<file path="src/bpf_macros.svh">
`ifndef BPF_MACROS_SVH
`define BPF_MACROS_SVH

// Audio sample width
`define AUD_W 16

// Filter word, Q4.23
`define COEF_W 27
`define FRAC_W 23

// Level meter output width
`define POWER_W 11

// FIFO depth, also the credits per link
`define FIFO_DEPTH 4

// Envelope follower smoothing shift
`define LPF_SHIFT 6

`endif

</file>
<file path="src/bpf_pkg.sv">
`default_nettype none
`include "bpf_macros.svh"

package bpf_pkg;

  typedef struct packed {
    logic signed [`AUD_W-1:0] l;
    logic signed [`AUD_W-1:0] r;
  } stereo_sample_t;

  typedef struct packed {
    logic signed [`AUD_W-1:0] l;
    logic signed [`AUD_W-1:0] r;
    logic [`POWER_W-1:0]      power;
  } band_result_t;

  // b2 and b4 are always zero, a1 is always one
  typedef struct packed {
    logic signed [`COEF_W-1:0] b1;
    logic signed [`COEF_W-1:0] b3;
    logic signed [`COEF_W-1:0] b5;
    logic signed [`COEF_W-1:0] a2;
    logic signed [`COEF_W-1:0] a3;
    logic signed [`COEF_W-1:0] a4;
    logic signed [`COEF_W-1:0] a5;
  } coef_set_t;

  typedef enum logic [2:0] {
    BAND_10_100,
    BAND_100_500,
    BAND_500_1K,
    BAND_1K_5K,
    BAND_5K_10K,
    BAND_10K_20K,
    BAND_WIDE
  } band_e;

  typedef enum logic [1:0] {
    F_IDLE,
    F_CALC_L,
    F_CALC_R,
    F_OUT
  } filt_state_e;

endpackage

`default_nettype wire

</file>
<file path="src/band_coef_rom.sv">
`default_nettype none

module band_coef_rom (
  input  logic               aud_clk,
  input  bpf_pkg::band_e     band_sel,
  output bpf_pkg::coef_set_t coefs
);
  import bpf_pkg::*;

  coef_set_t row;

  // Generated filter table, one row per band
  always_comb begin
    case (band_sel)
      BAND_10_100: row = '{
        b1: 27'b000_0000_0000_0000_0000_0000_0011, b3: 27'b111_1111_1111_1111_1111_1111_1001,
        b5: 27'b000_0000_0000_0000_0000_0000_0011, a2: 27'b110_0000_0000_0011_1100_1011_1111,
        a3: 27'b011_1111_1111_0100_1001_1110_1000, a4: 27'b110_0000_0000_1011_0101_1111_0100,
        a5: 27'b000_0111_1111_1100_0011_0110_0101};
      BAND_100_500: row = '{
        b1: 27'b000_0000_0000_0000_0000_0010_0000, b3: 27'b111_1111_1111_1111_1111_1100_0000,
        b5: 27'b000_0000_0000_0000_0000_0010_0000, a2: 27'b110_0000_0000_1011_0110_1011_1101,
        a3: 27'b011_1111_1101_1101_1101_0000_1101, a4: 27'b110_0000_0010_0010_0001_1011_0000,
        a5: 27'b000_0111_1111_0100_1010_1000_0110};
      BAND_500_1K: row = '{
        b1: 27'b000_0000_0000_0000_0001_0010_0000, b3: 27'b111_1111_1111_1111_1101_1011_1111,
        b5: 27'b000_0000_0000_0000_0001_0010_0000, a2: 27'b110_0000_0010_0010_1000_1011_1001,
        a3: 27'b011_1111_1001_1001_0001_0011_0001, a4: 27'b110_0000_0110_0110_0011_1000_0001,
        a5: 27'b000_0111_1101_1110_0010_1001_0100};
      BAND_1K_5K: row = '{
        b1: 27'b000_0000_0000_0000_1001_1111_1011, b3: 27'b111_1111_1111_1110_1100_0000_1010,
        b5: 27'b000_0000_0000_0000_1001_1111_1011, a2: 27'b110_0000_0110_1010_0010_0010_0001,
        a3: 27'b011_1110_1100_0111_1111_1011_0100, a4: 27'b110_0001_0011_0001_1011_1100_0100,
        a5: 27'b000_0111_1001_1100_0010_0110_1110};
      BAND_5K_10K: row = '{
        b1: 27'b000_0000_0000_0101_0101_1001_1010, b3: 27'b111_1111_1111_0101_0100_1100_1100,
        b5: 27'b000_0000_0000_0101_0101_1001_1010, a2: 27'b110_0001_0101_0011_1101_0100_0001,
        a3: 27'b011_1100_0011_1101_1011_0101_0010, a4: 27'b110_0011_1000_1011_1100_0110_1010,
        a5: 27'b000_0110_1110_0010_1101_0010_1101};
      BAND_10K_20K: row = '{
        b1: 27'b000_0000_0010_1010_0001_0000_1100, b3: 27'b111_1111_1010_1011_1101_1110_0111,
        b5: 27'b000_0000_0010_1010_0001_0000_1100, a2: 27'b110_0100_1010_0010_1110_1100_1101,
        a3: 27'b010_0100_0001_0110_0011_1101_0001, a4: 27'b110_1010_0011_0110_0001_0001_1100,
        a5: 27'b000_0101_0001_1010_0011_1001_0001};
      BAND_WIDE: row = '{
        b1: 27'b000_0001_0001_0001_1110_0100_1111, b3: 27'b111_1101_1101_1100_0011_0110_0001,
        b5: 27'b000_0001_0001_0001_1110_0100_1111, a2: 27'b111_0001_1100_0100_0100_0111_1000,
        a3: 27'b000_1100_1010_0110_1011_1001_0111, a4: 27'b111_1001_0110_0011_0001_0111_0110,
        a5: 27'b000_0010_0010_0101_0111_1000_1011};
      default: row = '0;
    endcase
  end

  always_ff @(posedge aud_clk) begin
    coefs <= row;
  end

endmodule

`default_nettype wire

</file>
<file path="config.mk">
export PLATFORM = sky130hd
export DESIGN_NAME = band_coef_rom
export DESIGN_NICKNAME = d
export VERILOG_FILES = /design/src/bpf_pkg.sv /design/src/band_coef_rom.sv
export VERILOG_INCLUDE_DIRS = /design/src
export SDC_FILE = /design/constraint.sdc
export NUM_CORES = 1
export LEC_CHECK = 0
export BUFFER_PORTS_ARGS = -buffer_cell sky130_fd_sc_hd__buf_4
export CAP_MARGIN = 15
export CORE_MARGIN = 2
export CORE_UTILIZATION = 38
export DETAILED_ROUTE_END_ITERATION = 16
export PLACE_DENSITY = 0.77
export SYNTH_ARGS = -nofsm -noshare
export SYNTH_HDL_FRONTEND = slang
export SYNTH_SLANG_ARGS = --single-unit
</file>
<file path="constraint.sdc">
create_clock -name aud_clk -period 0.96 [get_ports aud_clk]
set_input_delay 0.048 -clock aud_clk [delete_from_list [all_inputs] [get_ports aud_clk]]
set_output_delay 0.048 -clock aud_clk [all_outputs]
set_load 0.1 [all_outputs]
</file>
==> qor.txt <==
Vias in the first global route = 2148
Post-synthesis mux area share = 0%
CP Launch Type = flip-flop
Buf/Inv on CP = 1
Post-synthesis adder-cell area fraction = 1.37%
PD cells = 2070 nW/µm²
Compound-cell area share of the yosys netlist = 4.94%
# nets final = 392
CP required = 0.91 ns
Grt ovf = 0
Synth top area cells = dfxtp_1 49%, buf_4 31%, nor2_1 2.3%
FF+latch area = 1590 µm²
Synth Instances = 281
Final Hold Viols = 0
HPWL Detailed = 4.39 mm
Post-route cell area = 5920 µm²
Max Cap Viol = 0
Netlist cell types = 36
Hold Path Class = input port to flip-flop
Final setup vio count = 95
Crit path cell chain = buf_4
Critical path type = flip-flop to output pin
I/O Pins = 193
Synth area leader = dfxtp_1
Sequential area share after synthesis = 48.8%
Initial antenna violation count = 0
Slowest stage cell, crit path = dfxtp_4
Crit. End Element = output pin
Syn avg cell area = 10.4 µm²
Outcome = finished, violations left
Starting DRC count in detailed routing = 38
Main combinational cell family by area after synthesis = buffers and inverters
Area post-placement = 3680 µm²
Final GP Congestion = 0.699
Cts hold-fix bufs = 0
Layout fillers = 354
Core ar. = 7330 µm²
Synth top area share = 48.8%
Vias = 2056
Die ar. = 8390 µm²
RSZ-0062 raised after global routing = true
GR Util All Layers = 20.6%
ANT nets after route = 0
Count of input and output buffers = 168
Critical Path End = coefs[125]
CTS tree = done
Routed Wire Length = 9.47 mm
Footprint of the multi-input gates = 576 µm²
Leak Pwr = 2.67 nW
Clock Sinks = 71
Layout cells sized above 1 = 74.9%
Clk buf depth = 2
WP data arrival = 1.07 ns
CP max FO = 7
Row count = 31
Yosys warns = 0
Minimum clock period = 1.12 ns
Die height = 91.6 µm
Max IR drop VDD = 0.00125 V
Post-synthesis instance area = 2910 µm²
Final worst slack = -0.157 ns
Largest register FFs = 71
Critical path startpoint = coefs[103]$_DFF_P_
Clock slew at reported path FFs = 0.08 ns
Die Wd = 91.6 µm
Fmax = 0.896 GHz
Post-Synth XOR/XNOR Area = 2.66%
N_diodes = 0
Avg WL per Cell = 19.3 µm
Period utilisation layout = 116%
Slew Limit Fails = 0
Largest registers = coefs (71)
Failing checks = negative setup slack
Top reg by flops = coefs
H-Tree Depth = 3
CP max stage delay = 0.41 ns
DRC = 0
Largest net degree at the start of global routing = 18
Area Growth Syn to Fin = 103%
CTS Root Cell = clkbuf_8
Post-synthesis register bit count = 71
First-pass GRT wire length = 13.1 mm
Critical Path Stages = 1
Router iterations before antenna repair = 4
Crit-path leading delay family = flip-flops
Post-layout util = 80.7%
Simple-gate area share of the yosys netlist = 7.69%
Effective utilization at floorplan = 39.8%
Vias/cell = 4.20
Inserted Clock Buffers = 9
==> final cells by class <==
cell class                      count  share of cell area [%]
Timing Repair Buffer              200                    57.2
Clock buffer                       12                    2.45
Sequential cell                    71                    26.9
Multi-Input combinational cell     98                    9.72
Inverter                            6                   0.444
Clock inverter                      4                    1.18
Tap cell                           99                    2.09
==> cell families after synthesis <==
family                     Yosys count
buffers and inverters              135
DFF                                 71
and+or+nand+nor                     40
AOI/OAI and AO/OA                   24
xor gates and xnor gates             8
adders and majority gates            2
other                                1
==> cell usage after synthesis <==
master / instances
and2_1: 4
nor2b_4: 1
o2bb2ai_1: 1
and3_2: 1
a21boi_1: 1
o21ai_1: 3
xor2_2: 1
dfxtp_1: 71
fa_1: 2
nor3_2: 1
nor2b_1: 3
nand2_1: 4
or3b_4: 1
clkinv_2: 1
nor2_2: 1
buf_2: 3
nor2b_2: 1
or2_1: 1
o22ai_1: 1
nand2_2: 1
conb_1: 1
nand2b_4: 1
a21oi_1: 9
o21ai_0: 3
o21ai_2: 1
nand2b_1: 1
xnor2_1: 6
nor2_1: 18
inv_1: 3
buf_6: 5
buf_4: 121
inv_2: 2
and2b_1: 1
xor2_1: 1
a21o_1: 2
o21bai_1: 3
==> routing by layer <==
metal / share of wire (%) / wire length (µm) / global-route usage, %
met1: 33 / 3120 / 21.3
met2: 57 / 5390 / 37.7
met3: 8.1 / 763 / 7.55
met4: 2.0 / 189 / 7.70
met5: 0 / 0 / 0
==> how the worst min path moves through the flow <==
stage | from | to | slack [ns] | cells past startpoint
finish | band_sel[1] | coefs[82]$_DFF_P_ | 0.02 | 2
global route | band_sel[2] | coefs[67]$_DFF_P_ | 0.03 | 2
CTS | band_sel[1] | coefs[82]$_DFF_P_ | 0.008 | 2
detailed placement | band_sel[2] | coefs[67]$_DFF_P_ | 0.36 | 2
global placement | band_sel[2] | coefs[67]$_DFF_P_ | 0.34 | 2
floorplan | band_sel[2] | coefs[82]$_DFF_P_ | 0.26 | 2
==> metrics by stage <==
step	hold WS [ns]	setup slack [ns]	total power, mW	cells	setup TNS (ns)
2_1_floorplan	0.256	-0.0747	7.80	304	-0.104
3_3_place_gp	0.344	0.0215	8.20	457	0
3_5_place_dp	0.363	0.0221	8.22	457	0
4_1_cts	0.00754	-0.141	11.9	487	-8.27
5_1_grt	0.0251	-0.197	12.6	490	-12.72
6_report	0.0245	-0.157	12.3	490	-8.61
==> where the power goes <==
part | leakage (nW) | internal, mW | switching (mW) | total (mW)
registers | 0.613 | 3.17 | 0.327 | 3.50
clock network | 0.110 | 1.53 | 1.09 | 2.62
logic | 1.95 | 1.85 | 4.30 | 6.15
==> what timing repair did <==
item / CTS / global route
endpoints found under the setup margin: 165 / 160
gates resized for setup: 364 / 92
buffers inserted: 14 / 3
==> placed cells by master, fill, tap and decap left out, types with 2 or more instances in the layout <==
master	synthesis	final
buf_12	0	144
buf_4	121	38
dfxtp_4	0	36
dfxtp_2	0	29
conb_1	1	24
nor2_1	18	18
buf_6	5	14
clkbuf_8	0	10
a21oi_1	9	9
xnor2_1	6	6
dfxtp_1	71	6
and2_1	4	4
nand2_1	4	4
buf_8	0	4
clkinv_2	1	3
o21ai_1	3	3
nor2b_1	3	3
o21ai_0	3	3
o21bai_1	3	3
inv_1	3	2
inv_2	2	2
a21o_1	2	2
fa_1	2	2
bufinv_16	0	2
clkbuf_1	0	2
Note: power is estimated with default switching activity, not from simulation.
