===== src/bpf_macros.svh =====
`ifndef BPF_MACROS_SVH
`define BPF_MACROS_SVH

// Audio sample width
`define AUD_W 16

// Filter word, Q4.23
`define COEF_W 27
`define FRAC_W 23

// Level meter output width
`define POWER_W 11

// FIFO depth, also the credits per link
`define FIFO_DEPTH 4

// Envelope follower smoothing shift
`define LPF_SHIFT 6

`endif


===== src/bpf_pkg.sv =====
`default_nettype none
`include "bpf_macros.svh"

package bpf_pkg;

  typedef struct packed {
    logic signed [`AUD_W-1:0] l;
    logic signed [`AUD_W-1:0] r;
  } stereo_sample_t;

  typedef struct packed {
    logic signed [`AUD_W-1:0] l;
    logic signed [`AUD_W-1:0] r;
    logic [`POWER_W-1:0]      power;
  } band_result_t;

  // b2 and b4 are always zero, a1 is always one
  typedef struct packed {
    logic signed [`COEF_W-1:0] b1;
    logic signed [`COEF_W-1:0] b3;
    logic signed [`COEF_W-1:0] b5;
    logic signed [`COEF_W-1:0] a2;
    logic signed [`COEF_W-1:0] a3;
    logic signed [`COEF_W-1:0] a4;
    logic signed [`COEF_W-1:0] a5;
  } coef_set_t;

  typedef enum logic [2:0] {
    BAND_10_100,
    BAND_100_500,
    BAND_500_1K,
    BAND_1K_5K,
    BAND_5K_10K,
    BAND_10K_20K,
    BAND_WIDE
  } band_e;

  typedef enum logic [1:0] {
    F_IDLE,
    F_CALC_L,
    F_CALC_R,
    F_OUT
  } filt_state_e;

endpackage

`default_nettype wire


===== src/sample_tx.sv =====
`default_nettype none
`include "bpf_macros.svh"

module sample_tx (
  input  logic                  aud_clk,
  input  logic                  reset,
  input  logic                  env_valid,
  input  bpf_pkg::band_result_t env_result,
  output logic                  tx_room,
  output logic                  out_valid,
  output bpf_pkg::band_result_t out_result,
  input  logic                  out_credit
);
  import bpf_pkg::*;

  localparam int AW = $clog2(`FIFO_DEPTH);
  localparam int CW = $clog2(`FIFO_DEPTH + 1);

  band_result_t  mem [`FIFO_DEPTH];
  logic [AW:0]   wr_ptr;
  logic [AW:0]   rd_ptr;
  logic [AW:0]   count;
  logic [CW-1:0] credits;

  always_ff @(posedge aud_clk) begin
    if (env_valid) begin
      mem[wr_ptr[AW-1:0]] <= env_result;
    end
  end

  assign count      = wr_ptr - rd_ptr;
  // Two free slots, one is kept for the sample in the envelope stage
  assign tx_room    = (count <= (`FIFO_DEPTH - 2));
  assign out_valid  = (count != '0) && (credits != '0);
  assign out_result = mem[rd_ptr[AW-1:0]];

  always_ff @(posedge aud_clk) begin
    if (reset) begin
      wr_ptr  <= '0;
      rd_ptr  <= '0;
      credits <= CW'(`FIFO_DEPTH);
    end else begin
      if (env_valid) begin
        wr_ptr <= wr_ptr + 1'b1;
      end
      if (out_valid) begin
        rd_ptr <= rd_ptr + 1'b1;
      end
      case ({out_valid, out_credit})
        2'b10:   credits <= credits - 1'b1;
        2'b01:   credits <= credits + 1'b1;
        default: credits <= credits;
      endcase
    end
  end

endmodule

`default_nettype wire

===== config.mk =====
export PLATFORM = sky130hd
export DESIGN_NAME = sample_tx
export DESIGN_NICKNAME = d
export VERILOG_FILES = /design/src/bpf_pkg.sv /design/src/sample_tx.sv
export VERILOG_INCLUDE_DIRS = /design/src
export SDC_FILE = /design/constraint.sdc
export NUM_CORES = 1
export LEC_CHECK = 0
export BUFFER_PORTS_ARGS = -buffer_cell sky130_fd_sc_hd__clkbuf_2
export CORE_MARGIN = 2
export CORE_UTILIZATION = 50
export DETAILED_ROUTE_END_ITERATION = 8
export MAX_ROUTING_LAYER = met4
export PLACE_DENSITY_LB_ADDON = 0.12
export SLEW_MARGIN = 20
export SYNTH_ARGS = -nofsm -noshare
export SYNTH_HDL_FRONTEND = slang
export SYNTH_SLANG_ARGS = --single-unit
export TNS_END_PERCENT = 50

===== constraint.sdc =====
create_clock -name aud_clk -period 5.4 [get_ports aud_clk]
set_clock_uncertainty 0.05 [all_clocks]
set_input_delay 1.08 -clock aud_clk [delete_from_list [all_inputs] [get_ports aud_clk]]
set_output_delay 1.08 -clock aud_clk [all_outputs]
set_load 0.02 [all_outputs]

==> qor.yml, run 1 <==
setup_path:
  cp_data_required_time_ns: 4.27
  rr_worst_depth: 12
  crit_path_max_fanout: 28
  critPathMaxStageDelay_ns: 0.85
  r2r_slack_ns: 2.18
  critical_path_depth: 3
  cp_num_buf_inv: 2
  path_cells: "buf_4 > mux4_2 > clkbuf_2"
  cp_slowest_cell: "dfxtp_2"
  start_kind: "flop"
  crit_type: "flop to output port"
  worst_setup_path_end_kind: "output port"
  worst_path_dominant_cell_family: "flip-flops"
  crit_arrival_ns: 2.23
detailed_routing:
  via_per_inst: 5.36
  vias: 3104
  drtIter0Drc: 264
  firstDrtPassIters: 4
  drt_wl_total_um: 11400
  drt-wirelength-per-cell_um: 19.7
  drtAntennaViolNets: 0
  drc_errors: 0
synthesis:
  yosys-top-cells-count: "edfxtp_1 (172), mux4_2 (43), dfxtp_1 (11)"
  synth_area_um2: 6800
  yosysMostFrequentCell: "edfxtp_1"
  synthCells: 286
  yosysWarnings: 0
  ys_async_sr_fraction_pct: 0
  yosys_most_used_dff: "edfxtp_1"
  synth_edf_count: 172
  yosysTopAreaCell: "edfxtp_1"
  yosysUniqueCellTypes: 26
  synthesis.nets: 342
  synth_area_leaders: "edfxtp_1 (76%), mux4_2 (14%), dfxtp_1 (3.2%), ha_1 (1.3%), fa_1 (0.59%)"
  synth_seq_area_share_pct: 79.1
  ys_ff_latch: 183
  synth_top_area_share_pct: 75.9
  synth.avg_cell_area_um2: 23.8
cts:
  cts_tree: "done"
  holdBufCountCts: 0
  ctsLongestPathBuffers: 2
  numCtsBuffers: 17
  cts.clk_slew.worst_paths_ns: 0.06
  postCtsSetupBuffers: 0
  cts-root-buf: "clkbuf_16"
  cts_sinks: 183
  htree_levels: 4
  clk_latency_ns: 0.42
  cts_resized: 0
placed_design:
  dp_cells: 547
  io_buffers: 91
  place.gp.congestion: 0.730
  place_ws_ns: 2.18
  dp_hpwl_um: 6930
  placed_area_um2: 7480
sta:
  finalCritPeriodShare_pct: 62.2
  finalWorstSetupSlack_ns: 2.04
  slew_violations: 0
  rsz0062_at_grt: "no"
  tns_ns: 0
  fmax_ghz: 0.298
  final_hold_viol_count: 0
  holdWs_ns: 0.474
  slew_headroom_pct: 39.2
  setup_viol: 0
  layout_min_cycle_time_ns: 3.36
  tightest_slew_ns: 0.913
die:
  ioPinCount: 92
  row_count: 42
  dieArea_um2: 14600
  initial_utilization_pct: 51.4
  die_w_um: 121
  die_y_um: 121
  coreArea_um2: 13200
global_routing:
  grt_overflow: 0
  grtUsageTotal_pct: 17.5
  grt_pass1_wl_um: 17700
  first_global_vias: 3241
  antenna_found_initial: 0
  grt_max_degree: 44
run:
  drv_cap: 0
finish:
  design_area_um2: 8070
  drive_above_1_share_pct: 44.2
  diodes: 0
  area_growth_pct: 18.6
  layout.cells.non_filler: 579
  fin_nets: 446
  utilization_pct: 60.9
power_and_ir_drop:
  totalPowerFinal_mw: 3.99
  pwr_density_cell_nw_per_um2: 494
  p_leak_nw: 2.78
  vdd_drop_max_uv: 617
hold_path:
  holdCritPathClass: "flop to flop"
  whs_path_depth: 2
outcome:
  status: "finished clean"
==> per-layer routing <==
layer / part of all wire, % / vias to the layer above / wire length [µm] / GRT usage (%)
met5: 0 / - / 0 / -
met4: 1.0 / 0 / 114 / 6.25
met3: 5.9 / 11 / 674 / 6.18
met2: 51 / 81 / 5820 / 27.4
met1: 42 / 1618 / 4790 / 21.5
li1: - / 1394 / - / -
==> area by class of cell <==
type	count	area, µm²
tap	176	220
clock buffer	19	433
sequential	183	5390
fill	967	5170
multi-input combinational	88	1360
timing repair buffer	96	493
clock inverter	13	156
inverter	4	15.0
==> worst min-delay path: stages, from the launching register on <==
cell,delay (ns)
dfxtp_1,0.32
nand2_1,0.07
a31oi_1,0.07
==> report_power, final <==
| group | internal [mW] | leakage, nW | switching [mW] |
|---|---|---|---|
| clock | 0.724 | 0.275 | 0.494 |
| sequential | 1.65 | 1.67 | 0.154 |
| combinational | 0.464 | 0.834 | 0.505 |
| total | 2.83 | 2.78 | 1.15 |
==> sequential cells by signal (all words and copies together), names as in the netlist, named ones only <==
| name | count |
|---|---|
| mem | 172 |
| credits | 3 |
| wr_ptr | 3 |
| rd_ptr | 3 |
==> layout by cell type, fill, tap and decap left out, drive strengths merged <==
master    synthesis  final
xnor2             3      3
nor2              8      8
o32a              1      1
nor2b             1      1
xor3              1      1
mux2              2      2
mux4             43     43
xor2              2      2
mux2i             3      3
inv               4      4
o31ai             1      1
nor3              1      1
dfxtp            11     11
clkbuf            2    110
and2              4      4
bufinv            0      3
fa                2      2
or3b              2      2
a31oi             1      1
buf               9      5
or3               1      1
o21ai             1      1
edfxtp          172    172
ha                7      7
nand2             2      2
nand2b            2      2
clkinvlp          0      5
clkinv            0      5
==> cells by family (layout without fill, tap and decap cells) <==
logic type,after synthesis,in the layout,share of synthesized area [%]
DFF,183,183,79.1
muxes,48,48,15.0
and+or+nand+nor,21,21,1.62
buffers and inverters,15,132,0.919
adders and majority gates,9,9,1.88
xor gates and xnor gates,6,6,0.993
AOI/OAI and AO/OA,4,4,0.441
==> final timing paths <==
path | from | to
max | flop | out_result[4]
min | rd_ptr[2]$_SDFFE_PP0P_ | rd_ptr[2]$_SDFFE_PP0P_
max reg2reg | wr_ptr[0]$_SDFFE_PP0P_ | credits[2]$_SDFFE_PP1P_
min reg2reg | rd_ptr[2]$_SDFFE_PP0P_ | rd_ptr[2]$_SDFFE_PP0P_
Power figures use the tool's default switching activity.
==> run 2: changes to the inputs <==
Clock period 5.4 ns to 3.2 ns, I/O delays scaled along.
==> run 2 against run 1 <==
  * Via count is 1.3% higher
  * Worst setup slack got worse by 1.9 ns
  * Highest routed layer unchanged
  * Critical path depth rose by 9
  * Sequential power grew 63%
  * Sequential share of layout area fell by 0.85 points
  * Die area unchanged
  * Critical path type is now flop to flop
  * Global-route usage rose by 0.055 points
  * First-iteration DRC count is 6.8% lower
  * Routed wire length up 0.94%
  * Hold slack lost 0.093 ns
  * Final area is 1.3% higher
==> qor.yml, run 2 (synthesis gave the netlist of run 1 again) <==
finish:
  final_common_cell: "edfxtp_1"
  utilization_pct: 61.7  # +0.78 points
  nFillCells: 989  # +2.3%
  diodes: 0  # unchanged
  design_area_um2: 8170  # +1.3%
  drive_above_1_share_pct: 45.4  # +1.2 points
  final_cell_mix: "edfxtp_1 (172), clkbuf_2 (91), mux4_2 (43)"
  largest_reg_flops: 172  # unchanged
  area_growth_pct: 20.1
  fin_nets: 453  # +1.6%
cts:
  cts.clk_slew.worst_paths_ns: 0.06  # about the same
  clk_latency_ns: 0.42  # about the same
  htree_levels: 4  # unchanged
  cts_sinks: 183  # unchanged
  cts_tree: "done"
  numCtsBuffers: 17  # unchanged
  cts-root-buf: "clkbuf_16"
  ctsLongestPathBuffers: 2  # unchanged
global_routing:
  first_global_vias: 3318  # +2.4%
  grtUsageTotal_pct: 17.6  # +0.055 points
  globalRoute.busiestLayer: "met2"
  antenna_found_initial: 0  # unchanged
  grtUsageMet1_pct: 21.8  # +0.27 points
  grt_overflow: 0  # unchanged
  grt_pass1_wl_um: 17800  # +0.58%
  grt_max_degree: 28  # -36%
  grtUsageMet3_pct: 4.58  # -1.6 points
  met2_usage_pct: 27.9  # +0.53 points
power_and_ir_drop:
  vdd_drop_max_uv: 467  # -24%
  clockPowerShare_pct: 29.1  # -1.5 points
  pwr_density_cell_nw_per_um2: 829  # +68%
  pwr-share-seq_pct: 43.3  # -1.8 points
  switching_share_pct: 29.3  # +0.33 points
  switchingPower_mw: 1.98  # +72%
  combPwrFrac_pct: 27.7  # +3.4 points
  intPower_mw: 4.79  # +69%
  p_leak_nw: 2.83  # +1.8%
placed_design:
  dp_hpwl_um: 7250  # +4.6%
  io_buffers: 91  # unchanged
  place.gp.congestion: 0.736  # +0.77%
  placed_area_um2: 7580  # +1.3%
detailed_routing:
  via_per_inst: 5.37  # +0.11%
  drt-wirelength-per-cell_um: 19.6  # -0.27%
  drt_wl_total_um: 11500  # +0.94%
  drtAntennaViolNets: 0  # unchanged
  firstDrtPassIters: 4  # unchanged
  vias: 3145  # +1.3%
  drtIter0Drc: 246  # -6.8%
  drc_errors: 0  # unchanged
setup_path:
  start_kind: "flop"
  crit_path_max_fanout: 3  # -89%
  cp_data_required_time_ns: 3.45  # -0.82 ns
  crit_type: "flop to flop"
  crit_arrival_ns: 3.28  # +1.05 ns
  worst_setup_path_end_kind: "flop"
  r2r_slack_ns: 0.17  # -2.01 ns
  r2r_start: "wr_ptr[0]$_SDFFE_PP0P_"
  worstSetupStartpoint: "wr_ptr[0]$_SDFFE_PP0P_"
sta:
  fmax_ghz: 0.330
  finalCritPeriodShare_pct: 94.8
  slew_headroom_pct: 62.6  # +23 points
  slew_violations: 0  # unchanged
  final_hold_viol_count: 0  # unchanged
  layout_min_cycle_time_ns: 3.03
  holdWs_ns: 0.381  # -0.0930 ns
  setup_viol: 0  # unchanged
  tightest_slew_ns: 0.561  # -0.351 ns
  tns_ns: 0  # unchanged
die:
  die_y_um: 121  # unchanged
  row_count: 42  # unchanged
  coreArea_um2: 13200  # unchanged
  die_w_um: 121  # unchanged
  dieArea_um2: 14600  # unchanged
  ioPinCount: 92  # unchanged
  initial_utilization_pct: 51.4  # unchanged
run:
  drv_cap: 0  # unchanged
hold_path:
  hold_start: "env_result[18]"
  holdCritPathClass: "input port to flop"
outcome:
  status: "finished clean"
[run 2: worst max-delay path, cell delays in order, from the launching register on]
cell and delay, ns:
dfxtp_1 0.33, inv_1 0.08, ha_1 0.22, fa_2 0.36, xor3_1 0.23, o32a_4 0.24
inv_1 0.06, ha_2 0.17, inv_1 0.05, fa_1 0.38, xor2_1 0.18, o21ai_1 0.12
or3b_2 0.44
[run 2: path summary, 6_finish.rpt]
| check | end | depth (start not counted) |
|---|---|---|
| max | credits[2]$_SDFFE_PP1P_ | 12 |
| min | mem[0][18]$_DFFE_PP_ | 1 |
| min reg2reg | rd_ptr[2]$_SDFFE_PP0P_ | 2 |
| max reg2reg | credits[2]$_SDFFE_PP1P_ | 12 |
[run 2: stage by stage]
step | setup slack (ns) | power (mW) | instances
6_report | 0.168 | 6.77 | 586
5_1_grt | -0.00731 | 7.07 | 586
4_1_cts | 0.0575 | 6.79 | 584
3_5_place_dp | 0.0800 | 4.83 | 552
3_3_place_gp | 0.184 | 4.80 | 552
2_1_floorplan | 0.115 | 4.23 | 286
[run 2: layout make-up]
| class | count | area, µm² | share of cell area [%] |
|---|---|---|---|
| clock inverters | 15 | 136 | 1.67 |
| well taps | 176 | 220 | 2.69 |
| inverters | 4 | 15.0 | 0.184 |
| flip-flops and latches | 183 | 5390 | 66.0 |
| repair buffers | 103 | 608 | 7.44 |
| multi-input cells | 88 | 1380 | 16.9 |
| clock buffers | 17 | 425 | 5.21 |
[run 2: timing repair]
action | in CTS | in global routing
endpoints found under the setup margin | 0 | 1
setup buffers | 0 | 2
resized for setup | 0 | 4
endpoints found under the hold margin | 0 | 0
hold buffers | 0 | 0
[run 2: power by group through the flow]
stage	logic, mW	clock network, mW	registers (mW)
6_report	1.87	1.97	2.93
4_1_cts	1.84	2.00	2.94
2_1_floorplan	1.36	0	2.87
3_3_place_gp	1.82	0	2.98
3_5_place_dp	1.84	0	2.99
5_1_grt	2.01	2.09	2.96
[run 2: per-layer routing]
| metal | wire length [µm] | part of all wire (%) |
|---|---|---|
| met1 | 4940 | 43 |
| met2 | 5810 | 50 |
| met3 | 556 | 4.8 |
| met4 | 206 | 1.8 |
| met5 | 0 | 0 |
==> run 3: changes to the inputs <==
Settings changed: BUFFER_PORTS_ARGS -buffer_cell sky130_fd_sc_hd__clkbuf_2 to -buffer_cell sky130_fd_sc_hd__buf_2.
==> run 3 against run 2 <==
  * Sequential cell count did not move
  * Combinational power is 2% higher
  * Routed wire length decreased by 1.0%
  * First-iteration DRC count is 6.5% lower
  * Cell count down 1.4%
  * Sequential power is 3% lower
  * Power fell by 2.0%
  * Register-to-register slack worse by 0.04 ns
  * Critical path type unchanged
  * Highest routed layer unchanged
==> qor.yml, run 3 (synthesis gave the netlist of run 1 again) <==
finish:
  drive_above_1_share_pct: 44.1  # -1.2 points
  layout.cells.non_filler: 578  # -1.4%
  area_growth_pct: 19.2
  utilization_pct: 61.3  # -0.46 points
  fin_nets: 450  # -0.66%
  final_common_cell: "edfxtp_1"
  final_cell_mix: "edfxtp_1 (172), buf_2 (91), mux4_2 (43)"
  largest_reg_flops: 172  # unchanged
sta:
  slew_violations: 0  # unchanged
  slew_headroom_pct: 64.1  # +1.5 points
  finalWorstSetupSlack_ns: 0.127  # -0.0409 ns
  fmax_ghz: 0.325  # -1.3%
  setup_viol: 0  # unchanged
  layout_min_cycle_time_ns: 3.07  # +0.0409 ns
  final_hold_viol_count: 0  # unchanged
  finalCritPeriodShare_pct: 96.0  # +1.3 points
  tightest_slew_ns: 0.539  # -0.0222 ns
cts:
  cts_resized: 0  # unchanged
  numCtsBuffers: 17  # unchanged
  postCtsSetupBuffers: 0  # unchanged
  cts-root-buf: "clkbuf_16"
  cts.clk_slew.worst_paths_ns: 0.06  # about the same
  ctsLongestPathBuffers: 2  # unchanged
  htree_levels: 4  # unchanged
  cts_tree: "done"
  clk_latency_ns: 0.41  # about the same
  cts_sinks: 183  # unchanged
  holdBufCountCts: 0  # unchanged
global_routing:
  first_global_vias: 3182  # -4.1%
  grt_max_degree: 44  # +57%
  grt_overflow: 0  # unchanged
  grtUsageTotal_pct: 17.4  # -0.17 points
  antenna_found_initial: 1  # +1
  grt_pass1_wl_um: 17600  # -1.2%
setup_path:
  start_kind: "flop"
  worst_setup_path_end_kind: "flop"
  worstSetupStartpoint: "wr_ptr[0]$_SDFFE_PP0P_"
  cp_slowest_cell: "or3b_2"
  crit_top_cell: "inv_1"
  r2r_start: "wr_ptr[0]$_SDFFE_PP0P_"
  crit_arrival_ns: 3.32  # +0.04 ns
  critPathMaxStageDelay_ns: 0.45  # about the same
  crit_type: "flop to flop"
  cp_data_required_time_ns: 3.44  # about the same
  crit_path_max_fanout: 5  # +2
  path_cells: "inv_1 > ha_1 > fa_2 > xor3_1 > o32a_4 > inv_1 > ha_2 > inv_1 > fa_1 > xor2_1 > o21ai_0 > or3b_2"
hold_path:
  hold_start: "env_result[38]"
  holdCritPathClass: "input port to flop"
detailed_routing:
  via_per_inst: 5.38  # +0.16%
  drt-wirelength-per-cell_um: 19.7  # +0.37%
  drt_wl_total_um: 11400  # -1.0%
  vias: 3107  # -1.2%
  drtIter0Drc: 230  # -6.5%
  firstDrtPassIters: 4  # unchanged
  drc_errors: 0  # unchanged
  drtAntennaViolNets: 0  # unchanged
outcome:
  status: "finished clean"
run:
  drv_cap: 0  # unchanged
die:
  ioPinCount: 92  # unchanged
  die_y_um: 121  # unchanged
  dieArea_um2: 14600  # unchanged
  row_count: 42  # unchanged
  coreArea_um2: 13200  # unchanged
  die_w_um: 121  # unchanged
  initial_utilization_pct: 51.4  # unchanged
placed_design:
  io_buffers: 91  # unchanged
  dp_cells: 551  # -0.18%
  dp_hpwl_um: 6970  # -3.8%
  place.gp.congestion: 0.728  # -1.1%
  place_ws_ns: 0.0785  # -0.00145 ns
power_and_ir_drop:
  pwr-share-seq_pct: 43.0  # -0.3 points
  switchingPower_mw: 1.89  # -4.4%
  clockPowerShare_pct: 28.3  # -0.8 points
  intPower_mw: 4.75  # -0.96%
  combPwrFrac_pct: 28.7  # +1.0 points
  switching_share_pct: 28.5  # -0.73 points
  p_leak_nw: 2.78  # -1.9%
  vdd_drop_max_uv: 788  # +69%
  pwr_density_cell_nw_per_um2: 819  # -1.2%
## run 3: cell count changes in the layout (fill, tap and decap cells not counted), moves of 2 or more
cell        delta
clkbuf_1       +2
clkinvlp_4     -2
clkbuf_2      -91
buf_2         +91
clkinv_2       -3
buf_4          -3
## run 3: final timing paths
check | endpoint | slack (ns) | depth (start not counted)
max | credits[2]$_SDFFE_PP1P_ | 0.13 | 12
min | mem[0][38]$_DFFE_PP_ | 0.38 | 1
max reg2reg | credits[2]$_SDFFE_PP1P_ | 0.13 | 12
min reg2reg | rd_ptr[2]$_SDFFE_PP0P_ | 0.45 | 2
## run 3: worst max-delay path: cells and delay by family (launching register included)
kind                     cells  cell delay (ns)
XOR/XNOR                     2             0.40
AND/OR/NAND/NOR              1             0.45
AO/OA/AOI/OAI                2             0.39
buffers and inverters        3             0.19
adder cells (fa/ha/maj)      4             1.14
flip-flops                   1             0.32
## run 3: through the flow
stage               total power, mW  setup TNS (ns)  cell area [µm²]  hold slack, ns
floorplan                      4.23               0             6800           0.405
detailed placement             4.82               0             7570           0.441
global route                   6.95         -0.0105             8110           0.369
CTS                            6.69               0             8090           0.369
finish                         6.64               0             8110           0.385
global placement               4.79               0             7570           0.418
## run 3: cell type report
type | count | area (µm²)
antenna | 1 | 2.50
clock buffer | 19 | 433
clock inverter | 7 | 85.1
timing repair buffer | 100 | 586
multi-input combinational | 88 | 1380
fill | 983 | 5130
inverter | 4 | 15.0
tap | 176 | 220
sequential | 183 | 5390
## run 3: power groups by stage
stage | sequential, mW | clock, mW | combinational [mW]
floorplan | 2.87 | 0 | 1.36
global placement | 2.89 | 0 | 1.89
detailed placement | 2.90 | 0 | 1.91
CTS | 2.85 | 1.92 | 1.92
global route | 2.87 | 2.03 | 2.05
finish | 2.85 | 1.88 | 1.91
## run 3: metal layers
| layer | up-vias | routed length (µm) | track usage, % |
|---|---|---|---|
| li1 | 1409 | - | - |
| met1 | 1605 | 4820 | 21.2 |
| met2 | 78 | 5730 | 27.8 |
| met3 | 15 | 623 | 5.00 |
| met4 | 0 | 218 | 6.98 |
| met5 | - | 0 | - |
