`src/bpf_macros.svh`:
```
`ifndef BPF_MACROS_SVH
`define BPF_MACROS_SVH

// Audio sample width
`define AUD_W 16

// Filter word, Q4.23
`define COEF_W 27
`define FRAC_W 23

// Level meter output width
`define POWER_W 11

// FIFO depth, also the credits per link
`define FIFO_DEPTH 4

// Envelope follower smoothing shift
`define LPF_SHIFT 6

`endif

```
`src/bpf_pkg.sv`:
```
`default_nettype none
`include "bpf_macros.svh"

package bpf_pkg;

  typedef struct packed {
    logic signed [`AUD_W-1:0] l;
    logic signed [`AUD_W-1:0] r;
  } stereo_sample_t;

  typedef struct packed {
    logic signed [`AUD_W-1:0] l;
    logic signed [`AUD_W-1:0] r;
    logic [`POWER_W-1:0]      power;
  } band_result_t;

  // b2 and b4 are always zero, a1 is always one
  typedef struct packed {
    logic signed [`COEF_W-1:0] b1;
    logic signed [`COEF_W-1:0] b3;
    logic signed [`COEF_W-1:0] b5;
    logic signed [`COEF_W-1:0] a2;
    logic signed [`COEF_W-1:0] a3;
    logic signed [`COEF_W-1:0] a4;
    logic signed [`COEF_W-1:0] a5;
  } coef_set_t;

  typedef enum logic [2:0] {
    BAND_10_100,
    BAND_100_500,
    BAND_500_1K,
    BAND_1K_5K,
    BAND_5K_10K,
    BAND_10K_20K,
    BAND_WIDE
  } band_e;

  typedef enum logic [1:0] {
    F_IDLE,
    F_CALC_L,
    F_CALC_R,
    F_OUT
  } filt_state_e;

endpackage

`default_nettype wire

```
`src/sample_rx.sv`:
```
`default_nettype none
`include "bpf_macros.svh"

module sample_rx (
  input  logic                    aud_clk,
  input  logic                    reset,
  input  logic                    in_valid,
  input  bpf_pkg::stereo_sample_t in_sample,
  output logic                    in_credit,
  output logic                    rx_valid,
  output bpf_pkg::stereo_sample_t rx_sample,
  input  logic                    rx_pop
);
  import bpf_pkg::*;

  localparam int AW = $clog2(`FIFO_DEPTH);

  stereo_sample_t mem [`FIFO_DEPTH];
  logic [AW:0]    wr_ptr;
  logic [AW:0]    rd_ptr;
  logic           do_pop;

  // Source never sends without a credit, so no full check
  always_ff @(posedge aud_clk) begin
    if (in_valid) begin
      mem[wr_ptr[AW-1:0]] <= in_sample;
    end
  end

  assign rx_valid  = (wr_ptr != rd_ptr);
  assign rx_sample = mem[rd_ptr[AW-1:0]];
  assign do_pop    = rx_pop && rx_valid;

  always_ff @(posedge aud_clk) begin
    if (reset) begin
      wr_ptr    <= '0;
      rd_ptr    <= '0;
      in_credit <= 1'b0;
    end else begin
      if (in_valid) begin
        wr_ptr <= wr_ptr + 1'b1;
      end
      if (do_pop) begin
        rd_ptr <= rd_ptr + 1'b1;
      end
      // One credit back per sample taken by the filter
      in_credit <= do_pop;
    end
  end

endmodule

`default_nettype wire

```
`config.mk`:
```
export PLATFORM = sky130hd
export DESIGN_NAME = sample_rx
export DESIGN_NICKNAME = d
export VERILOG_FILES = /design/src/bpf_pkg.sv /design/src/sample_rx.sv
export VERILOG_INCLUDE_DIRS = /design/src
export SDC_FILE = /design/constraint.sdc
export NUM_CORES = 1
export LEC_CHECK = 0
export BUFFER_PORTS_ARGS = -buffer_cell sky130_fd_sc_hd__buf_2
export CELL_PAD_IN_SITES_DETAIL_PLACEMENT = 0
export CELL_PAD_IN_SITES_GLOBAL_PLACEMENT = 2
export CORE_MARGIN = 2
export CORE_UTILIZATION = 47
export DETAILED_ROUTE_END_ITERATION = 8
export PLACE_DENSITY = 0.92
export SYNTH_ARGS = -nofsm -noshare
export SYNTH_HDL_FRONTEND = slang
export SYNTH_SLANG_ARGS = --single-unit
```
`constraint.sdc`:
```
create_clock -name aud_clk -period 5.7 [get_ports aud_clk]
set_input_delay 1.14 -clock aud_clk [delete_from_list [all_inputs] [get_ports aud_clk]]
set_output_delay 1.14 -clock aud_clk [all_outputs]
set_load 0.005 [all_outputs]
```
==> results of run 1 <==
-- state kept, by name, summed over array words and instances, names as in the netlist, named ones only --
signal,count
in_credit,1
mem,128
rd_ptr,3
wr_ptr,3
-- tightest hold or removal path: stages (launching register included) --
cell and delay [ns]:
sky130_fd_sc_hd__dfxtp_1 0.36, sky130_fd_sc_hd__xnor2_1 0.08, sky130_fd_sc_hd__nor2_1 0.07
-- cell usage after synthesis --
master / n / area, µm²
sky130_fd_sc_hd__edfxtp_1: 128 / 3840
sky130_fd_sc_hd__mux4_2: 32 / 721
sky130_fd_sc_hd__dfxtp_1: 9 / 180
sky130_fd_sc_hd__ha_1: 5 / 62.6
sky130_fd_sc_hd__and2_1: 4 / 25.0
sky130_fd_sc_hd__inv_1: 4 / 15.0
sky130_fd_sc_hd__buf_1: 3 / 11.3
sky130_fd_sc_hd__buf_4: 3 / 22.5
sky130_fd_sc_hd__nand3_1: 3 / 15.0
sky130_fd_sc_hd__nor2_1: 3 / 11.3
sky130_fd_sc_hd__nor3b_1: 3 / 22.5
sky130_fd_sc_hd__o21ai_0: 3 / 15.0
sky130_fd_sc_hd__xor2_1: 3 / 26.3
sky130_fd_sc_hd__buf_2: 2 / 10.0
sky130_fd_sc_hd__nand2_1: 2 / 7.51
sky130_fd_sc_hd__or2b_1: 2 / 15.0
sky130_fd_sc_hd__or3_1: 2 / 12.5
sky130_fd_sc_hd__or4_1: 2 / 15.0
sky130_fd_sc_hd__xnor2_1: 2 / 17.5
sky130_fd_sc_hd__a211o_1: 1 / 8.76
sky130_fd_sc_hd__a21oi_1: 1 / 5.00
sky130_fd_sc_hd__a41oi_1: 1 / 8.76
sky130_fd_sc_hd__mux2i_1: 1 / 10.0
sky130_fd_sc_hd__nand4_1: 1 / 6.26
sky130_fd_sc_hd__nor4bb_1: 1 / 10.0
sky130_fd_sc_hd__o211ai_1: 1 / 7.51
-- metal layers --
layer / wire [µm] / vias to the layer above / track usage
li1: - / 1089 / -
met1: 3730 / 1249 / 0.199
met2: 4420 / 67 / 0.265
met3: 517 / 10 / 0.0621
met4: 56 / 2 / 0.0549
met5: 12 / - / 0
-- stage by stage --
stage	area (µm²)	setup slack [ns]
3_3_place_gp	5600	2.65
6_report	6210	2.19
2_1_floorplan	5100	3.34
3_5_place_dp	5600	2.65
4_1_cts	6210	2.11
5_1_grt	6210	1.97
-- worst max path at each step --
| stage | to | slack, ns | cells after the start |
|---|---|---|---|
| finish | rx_sample[11] | 2.19 | 3 |
| global route | rx_sample[11] | 1.97 | 3 |
| CTS | rx_sample[8] | 2.11 | 3 |
| detailed placement | rx_sample[8] | 2.65 | 3 |
| global placement | rx_sample[8] | 2.65 | 3 |
| floorplan | mem[3][0]$_DFFE_PP_ | 3.34 | 1 |
-- layout make-up --
type / count / area [µm²] / area share
Clock buffer: 17 / 414 / 0.0667
Sequential cell: 137 / 4030 / 0.649
Clock inverter: 14 / 196 / 0.0316
Tap cell: 140 / 175 / 0.0282
Multi-Input combinational cell: 73 / 1030 / 0.165
Timing Repair Buffer: 70 / 353 / 0.0568
Inverter: 4 / 15.0 / 0.00242
-- cells by family after synthesis --
| kind of cell | Yosys count | share of synthesized area |
|---|---|---|
| flops | 137 | 0.788 |
| simple gates | 23 | 0.0274 |
| compound gates | 7 | 0.00882 |
| mux | 33 | 0.143 |
| fa+ha+maj | 5 | 0.0123 |
| buf+inv | 12 | 0.0115 |
| xor+xnor | 5 | 0.00858 |
-- cells in the final DEF (no fill, tap or decap), drive strengths merged, types with 2 or more instances in the layout --
cell type | netlist | final
edfxtp | 128 | 128
buf | 8 | 70
mux4 | 32 | 32
clkbuf | 0 | 17
dfxtp | 9 | 9
inv | 4 | 7
ha | 5 | 5
clkinv | 0 | 5
and2 | 4 | 4
bufinv | 0 | 4
xor2 | 3 | 3
nor2 | 3 | 3
o21ai | 3 | 3
nand3 | 3 | 3
nor3b | 3 | 3
or3 | 2 | 2
xnor2 | 2 | 2
nand2 | 2 | 2
or2b | 2 | 2
or4 | 2 | 2
clkinvlp | 0 | 2
-- power breakdown --
group | switching (mW) | leakage (nW) | internal, mW
combinational | 0.176 | 0.591 | 0.254
sequential | 0.0650 | 1.25 | 1.16
clock | 0.404 | 0.293 | 0.711
total | 0.645 | 2.13 | 2.13
==> report_table.html, run 1 <==
<table>
<tr><th>Metric</th><th>Value</th></tr>
<tr><th colspan="2">Setup path</th></tr>
<tr><td>Worst reg2reg path depth</td><td>2</td></tr>
<tr><td>Worst Setup End Kind</td><td>output pin</td></tr>
<tr><td>Setup slack on the worst flop-to-flop path</td><td>3.92 ns</td></tr>
<tr><td>Critical-path top delay cell</td><td>sky130_fd_sc_hd__dfxtp_2</td></tr>
<tr><td>WP buf/inv</td><td>2</td></tr>
<tr><td>CP delay by family, top</td><td>flip-flops</td></tr>
<tr><td>Critical path required time</td><td>4.56 ns</td></tr>
<tr><td>Maximum net fanout on the critical path</td><td>17</td></tr>
<tr><td>Critical register-to-register path startpoint</td><td>wr_ptr[1]$_SDFFE_PP0P_</td></tr>
<tr><td>Crit start category</td><td>flop</td></tr>
<tr><td>Largest stage delay on the critical path</td><td>0.68 ns</td></tr>
<tr><td>WS Path Type</td><td>reg2out</td></tr>
<tr><td>Critical R2R Capture</td><td>mem[3][13]$_DFFE_PP_</td></tr>
<tr><td>Critical Path, Cell by Cell</td><td>buf_4, mux4_2, buf_2</td></tr>
<tr><td>CP Data Arrival Time</td><td>2.37 ns</td></tr>
<tr><th colspan="2">Drt</th></tr>
<tr><td>Iteration-0 DRC count of the detailed router</td><td>157</td></tr>
<tr><td>Per-cell routed wire length</td><td>19.2 µm</td></tr>
<tr><td>Number of nets with antenna violations after detailed routing</td><td>0</td></tr>
<tr><td>Overall via count from detail_route</td><td>2,417</td></tr>
<tr><td>Routed vias/inst</td><td>5.31</td></tr>
<tr><td>Total length of routed wires</td><td>8730 µm</td></tr>
<tr><td>Total DRC errors in the routed layout</td><td>0</td></tr>
<tr><td>Drt first pass iters</td><td>5</td></tr>
<tr><th colspan="2">Pwr</th></tr>
<tr><td>Tot Pwr</td><td>2.77 mW</td></tr>
<tr><td>Worst VDD drop</td><td>0.000208 V</td></tr>
<tr><td>Ratio of total power to cell area</td><td>446 nW/µm²</td></tr>
<tr><td>Leakage component of the power</td><td>2.13 nW</td></tr>
<tr><th colspan="2">Clock network</th></tr>
<tr><td>CTS root buffer</td><td>sky130_fd_sc_hd__clkbuf_8</td></tr>
<tr><td>Clock latency on the worst-skew pair</td><td>0.51 ns</td></tr>
<tr><td>Number of cells upsized or downsized after cts</td><td>0</td></tr>
<tr><td>Postcts setup bufs</td><td>0</td></tr>
<tr><td>CTS tree</td><td>done</td></tr>
<tr><td>Max clock buf depth</td><td>2</td></tr>
<tr><td>Clock sinks</td><td>137</td></tr>
<tr><td>Number of buffers inserted by hold repair at cts</td><td>0</td></tr>
<tr><td>Worst-path clk slew</td><td>0.06 ns</td></tr>
<tr><td>Number of buffers created by CTS</td><td>17</td></tr>
<tr><td>Level count of the clock H-tree</td><td>4</td></tr>
<tr><th colspan="2">Synthesis</th></tr>
<tr><td>Sequential-to-total area share from yosys stat</td><td>0.788</td></tr>
<tr><td>Mean cell area of the mapped netlist</td><td>23.0 µm²</td></tr>
<tr><td>#FFs+latches synth</td><td>137</td></tr>
<tr><td>Synthesized instance count</td><td>222</td></tr>
<tr><td>Unique masters post-synth</td><td>26</td></tr>
<tr><td>Number of nets produced by synthesis</td><td>263</td></tr>
<tr><td>Syn Std Cell Area</td><td>5100 µm²</td></tr>
<tr><td>Yosys warning count</td><td>0</td></tr>
<tr><th colspan="2">Floorplan</th></tr>
<tr><td>Effective utilization at floorplan</td><td>0.477</td></tr>
<tr><td>Overall die area</td><td>11,700 µm²</td></tr>
<tr><td>Placeable core area</td><td>10,700 µm²</td></tr>
<tr><td>Die span in x</td><td>108 µm</td></tr>
<tr><td># IOs</td><td>70</td></tr>
<tr><td>Die Ht</td><td>108 µm</td></tr>
<tr><td>Count of standard-cell rows</td><td>38</td></tr>
<tr><th colspan="2">STA</th></tr>
<tr><td>Number of hold violations in the final report</td><td>0</td></tr>
<tr><td>Worst hold slack</td><td>0.549 ns</td></tr>
<tr><td>RSZ-0062 raised after global routing</td><td>no</td></tr>
<tr><td>Clock period minus final worst setup slack</td><td>3.51 ns</td></tr>
<tr><td>Finish-stage setup viols</td><td>0</td></tr>
<tr><td>Fin. max-slew vios</td><td>0</td></tr>
<tr><td>Setup_tns</td><td>0 ns</td></tr>
<tr><td>Worst clock skew</td><td>0.00662 ns</td></tr>
<tr><td>Transition time of the tightest slew-check pin</td><td>0.918 ns</td></tr>
<tr><td>Fmax achieved</td><td>285 MHz</td></tr>
<tr><td>Final critical-path share of the clock period</td><td>0.615</td></tr>
<tr><td>Relative slew slack</td><td>0.388</td></tr>
<tr><th colspan="2">Global routing</th></tr>
<tr><td>Global-route wire length before repair</td><td>13,600 µm</td></tr>
<tr><td>Residual overflow from global routing</td><td>0</td></tr>
<tr><td>Maximum number of pins on one net before global-route repair</td><td>34</td></tr>
<tr><td>Vias in the first global route</td><td>2,553</td></tr>
<tr><td>Antenna violations before repair</td><td>1</td></tr>
<tr><td>Aggregate global-route resource usage</td><td>0.162</td></tr>
<tr><th colspan="2">Placed design</th></tr>
<tr><td>Number of port buffers</td><td>69</td></tr>
<tr><td>DPL Wire Length</td><td>4980 µm</td></tr>
<tr><td>Number of placed instances, taps included</td><td>424</td></tr>
<tr><td>Final estimated routing congestion in global placement</td><td>0.647</td></tr>
<tr><th colspan="2">Worst hold path</th></tr>
<tr><td>Path type of the worst min-delay path</td><td>reg2reg</td></tr>
<tr><td>Worst Hold Endpoint</td><td>wr_ptr[2]$_SDFFE_PP0P_</td></tr>
<tr><td>Worst hold path depth</td><td>2</td></tr>
<tr><td>Worst hold path startpoint</td><td>wr_ptr[2]$_SDFFE_PP0P_</td></tr>
<tr><th colspan="2">Layout</th></tr>
<tr><td>Utilization after layout</td><td>0.580</td></tr>
<tr><td>Final layout net count</td><td>344</td></tr>
<tr><td>Fillers</td><td>799</td></tr>
<tr><td>Total inserted antenna cells</td><td>0</td></tr>
<tr><td>Layout-stage area growth over the synthesis result</td><td>21.6%</td></tr>
<tr><td>Share of final-layout standard cells stronger than drive strength 1</td><td>0.438</td></tr>
<tr><td>Non-filler instance count after layout</td><td>455</td></tr>
<tr><th colspan="2">Status</th></tr>
<tr><td>Run status</td><td>completed</td></tr>
<tr><th colspan="2">Flow run</th></tr>
<tr><td>Maxcap violations</td><td>0</td></tr>
</table>
No activity file was read; power rests on OpenSTA's default activity.
==> run 2: changes to the inputs <==
CORE_UTILIZATION = 44   (was 47)
PLACE_DENSITY = 0.88   (was 0.92)
clock period = 3.5 ns   (was 5.7 ns; I/O delays follow)
==> report_table.html, run 2 (same netlist as run 1, synthesis figures left out) <==
<table>
<tr><th>Metric</th><th>Value</th></tr>
<tr><th colspan="2">Global routing</th></tr>
<tr><td>Vias in the first global route</td><td>2,489 (was 2,553)</td></tr>
<tr><td>Antenna violations before repair</td><td>1 (unchanged)</td></tr>
<tr><td>Aggregate global-route resource usage</td><td>0.148 (was 0.162)</td></tr>
<tr><td>Maximum number of pins on one net before global-route repair</td><td>34 (unchanged)</td></tr>
<tr><td>Residual overflow from global routing</td><td>0 (unchanged)</td></tr>
<tr><td>Global-route wire length before repair</td><td>13,600 µm (about the same)</td></tr>
<tr><th colspan="2">Setup path</th></tr>
<tr><td>Critical R2R Capture</td><td>mem[3][24]$_DFFE_PP_ (was mem[3][13]$_DFFE_PP_)</td></tr>
<tr><td>Maximum net fanout on the critical path</td><td>19 (was 17)</td></tr>
<tr><td>Critical register-to-register path startpoint</td><td>wr_ptr[1]$_SDFFE_PP0P_ (unchanged)</td></tr>
<tr><td>CP Data Arrival Time</td><td>2.03 ns (was 2.37 ns)</td></tr>
<tr><td>Crit start category</td><td>flop (unchanged)</td></tr>
<tr><td>Setup slack on the worst flop-to-flop path</td><td>1.72 ns (was 3.92 ns)</td></tr>
<tr><td>Worst reg2reg path depth</td><td>2 (unchanged)</td></tr>
<tr><td>WS Path Type</td><td>reg2out (unchanged)</td></tr>
<tr><td>Worst Setup End Kind</td><td>output pin (unchanged)</td></tr>
<tr><td>Destination of the critical timing path</td><td>rx_sample[27] (was rx_sample[11])</td></tr>
<tr><td>Critical path required time</td><td>2.80 ns (was 4.56 ns)</td></tr>
<tr><th colspan="2">Layout</th></tr>
<tr><td>Number of flip-flops under the largest register name</td><td>128 (unchanged)</td></tr>
<tr><td>Fillers</td><td>852 (was 799)</td></tr>
<tr><td>Non-filler instance count after layout</td><td>459 (was 455)</td></tr>
<tr><td>Layout-stage area growth over the synthesis result</td><td>21.9% (was 21.6%)</td></tr>
<tr><td>Share of final-layout standard cells stronger than drive strength 1</td><td>0.434 (was 0.438)</td></tr>
<tr><td>Most frequent cells in the layout</td><td>128 x sky130_fd_sc_hd__edfxtp_1, 69 x sky130_fd_sc_hd__buf_2, 32 x sky130_fd_sc_hd__mux4_2 (unchanged)</td></tr>
<tr><td>Most common cell after layout, fill and taps aside</td><td>sky130_fd_sc_hd__edfxtp_1 (unchanged)</td></tr>
<tr><td>Total inserted antenna cells</td><td>0 (unchanged)</td></tr>
<tr><td>Final instance area</td><td>6220 µm² (was 6210 µm²)</td></tr>
<tr><td>Final layout net count</td><td>344 (unchanged)</td></tr>
<tr><th colspan="2">Placed design</th></tr>
<tr><td>Final estimated routing congestion in global placement</td><td>0.670 (was 0.647)</td></tr>
<tr><td>Placed Area</td><td>5610 µm² (was 5600 µm²)</td></tr>
<tr><td>Number of placed instances, taps included</td><td>427 (was 424)</td></tr>
<tr><td>DPL Wire Length</td><td>4970 µm (was 4980 µm)</td></tr>
<tr><td>Number of port buffers</td><td>69 (unchanged)</td></tr>
<tr><th colspan="2">STA</th></tr>
<tr><td>Relative slew slack</td><td>0.390 (was 0.388)</td></tr>
<tr><td>Number of hold violations in the final report</td><td>0 (unchanged)</td></tr>
<tr><td>Fin. max-slew vios</td><td>0 (unchanged)</td></tr>
<tr><td>Transition time of the tightest slew-check pin</td><td>0.915 ns (was 0.918 ns)</td></tr>
<tr><td>RSZ-0062 raised after global routing</td><td>no (unchanged)</td></tr>
<tr><td>Clock period minus final worst setup slack</td><td>2.73 ns</td></tr>
<tr><td>Setup_tns</td><td>0 ns (unchanged)</td></tr>
<tr><td>Final critical-path share of the clock period</td><td>0.779</td></tr>
<tr><td>Worst clock skew</td><td>0.0110 ns (was 0.00662 ns)</td></tr>
<tr><td>Fmax achieved</td><td>367 MHz</td></tr>
<tr><td>Finish-stage setup viols</td><td>0 (unchanged)</td></tr>
<tr><th colspan="2">Pwr</th></tr>
<tr><td>Leakage component of the power</td><td>2.14 nW (was 2.13 nW)</td></tr>
<tr><td>Worst VDD drop</td><td>0.000411 V (was 0.000208 V)</td></tr>
<tr><td>Ratio of total power to cell area</td><td>725 nW/µm² (was 446 nW/µm²)</td></tr>
<tr><th colspan="2">Clock network</th></tr>
<tr><td>Max clock buf depth</td><td>2 (unchanged)</td></tr>
<tr><td>Clock latency on the worst-skew pair</td><td>0.40 ns (was 0.51 ns)</td></tr>
<tr><td>CTS tree</td><td>done (unchanged)</td></tr>
<tr><td>Level count of the clock H-tree</td><td>4 (unchanged)</td></tr>
<tr><td>Worst-path clk slew</td><td>0.05 ns (was 0.06 ns)</td></tr>
<tr><td>CTS root buffer</td><td>sky130_fd_sc_hd__clkbuf_16 (was sky130_fd_sc_hd__clkbuf_8)</td></tr>
<tr><td>Number of buffers created by CTS</td><td>17 (unchanged)</td></tr>
<tr><td>Postcts setup bufs</td><td>0 (unchanged)</td></tr>
<tr><td>Clock sinks</td><td>137 (unchanged)</td></tr>
<tr><td>Number of cells upsized or downsized after cts</td><td>0 (unchanged)</td></tr>
<tr><td>Number of buffers inserted by hold repair at cts</td><td>0 (unchanged)</td></tr>
<tr><th colspan="2">Flow run</th></tr>
<tr><td>Maxcap violations</td><td>0 (unchanged)</td></tr>
<tr><th colspan="2">Drt</th></tr>
<tr><td>Number of nets with antenna violations after detailed routing</td><td>0 (unchanged)</td></tr>
<tr><td>Total length of routed wires</td><td>8630 µm (was 8730 µm)</td></tr>
<tr><td>Iteration-0 DRC count of the detailed router</td><td>159 (was 157)</td></tr>
<tr><td>Overall via count from detail_route</td><td>2,387 (was 2,417)</td></tr>
<tr><td>Routed vias/inst</td><td>5.20 (was 5.31)</td></tr>
<tr><td>Drt first pass iters</td><td>4 (was 5)</td></tr>
<tr><td>Per-cell routed wire length</td><td>18.8 µm (was 19.2 µm)</td></tr>
<tr><td>Total DRC errors in the routed layout</td><td>0 (unchanged)</td></tr>
<tr><th colspan="2">Floorplan</th></tr>
<tr><td>Die span in x</td><td>112 µm (was 108 µm)</td></tr>
<tr><td>Die Ht</td><td>112 µm (was 108 µm)</td></tr>
<tr><td>Count of standard-cell rows</td><td>39 (was 38)</td></tr>
<tr><td>Overall die area</td><td>12,500 µm² (was 11,700 µm²)</td></tr>
<tr><td>Effective utilization at floorplan</td><td>0.449 (was 0.477)</td></tr>
<tr><td># IOs</td><td>70 (unchanged)</td></tr>
<tr><td>Placeable core area</td><td>11,400 µm² (was 10,700 µm²)</td></tr>
<tr><th colspan="2">Status</th></tr>
<tr><td>Run status</td><td>completed (unchanged)</td></tr>
<tr><th colspan="2">Worst hold path</th></tr>
<tr><td>Worst hold path startpoint</td><td>in_sample[10] (was wr_ptr[2]$_SDFFE_PP0P_)</td></tr>
<tr><td>Path type of the worst min-delay path</td><td>in2reg (was reg2reg)</td></tr>
</table>
-- run 2: final cells by class --
class,instances,area [µm²],area share
flip-flops and latches,137,4030,0.647
well taps,143,179,0.0288
inverters,4,15.0,0.00241
clock buffers,17,425,0.0684
multi-input cells,73,1030,0.165
clock inverters,15,183,0.0294
repair buffers,70,365,0.0587
-- run 2: layer usage --
| layer | GRT usage | vias up | wire length [µm] |
|---|---|---|---|
| li1 | - | 1091 | - |
| met4 | 0.0593 | 2 | 92 |
| met3 | 0.0463 | 12 | 441 |
| met2 | 0.243 | 70 | 4510 |
| met1 | 0.185 | 1212 | 3580 |
| met5 | 0 | - | 13 |
-- run 2: where the power goes --
group	switching [mW]	internal [mW]
combinational	0.290	0.430
sequential	0.105	1.89
clock	0.614	1.18
-- run 2: per-stage QoR --
step / power, mW / hold slack [ns] / setup WS, ns / utilization
5_1_grt: 4.71 / 0.503 / 0.586 / 0.547
6_report: 4.51 / 0.512 / 0.774 / 0.547
4_1_cts: 4.57 / 0.497 / 0.681 / 0.547
2_1_floorplan: 2.48 / 0.504 / 1.58 / -
3_5_place_dp: 2.77 / 0.529 / 1.13 / 0.494
3_3_place_gp: 2.76 / 0.521 / 1.12 / 0.494
-- run 2: how the worst min path moves through the flow --
stage / to / slack, ns / depth (start not counted)
floorplan: wr_ptr[2]$_SDFFE_PP0P_ / 0.50 / 2
global placement: wr_ptr[2]$_SDFFE_PP0P_ / 0.52 / 2
detailed placement: wr_ptr[2]$_SDFFE_PP0P_ / 0.53 / 2
CTS: mem[3][4]$_DFFE_PP_ / 0.50 / 1
global route: mem[2][10]$_DFFE_PP_ / 0.50 / 1
finish: mem[3][10]$_DFFE_PP_ / 0.51 / 1
-- run 2: critical path: stages, from the launching register on --
cell	delay [ns]
sky130_fd_sc_hd__dfxtp_2	0.66
sky130_fd_sc_hd__buf_12	0.27
sky130_fd_sc_hd__mux4_2	0.54
sky130_fd_sc_hd__buf_2	0.15
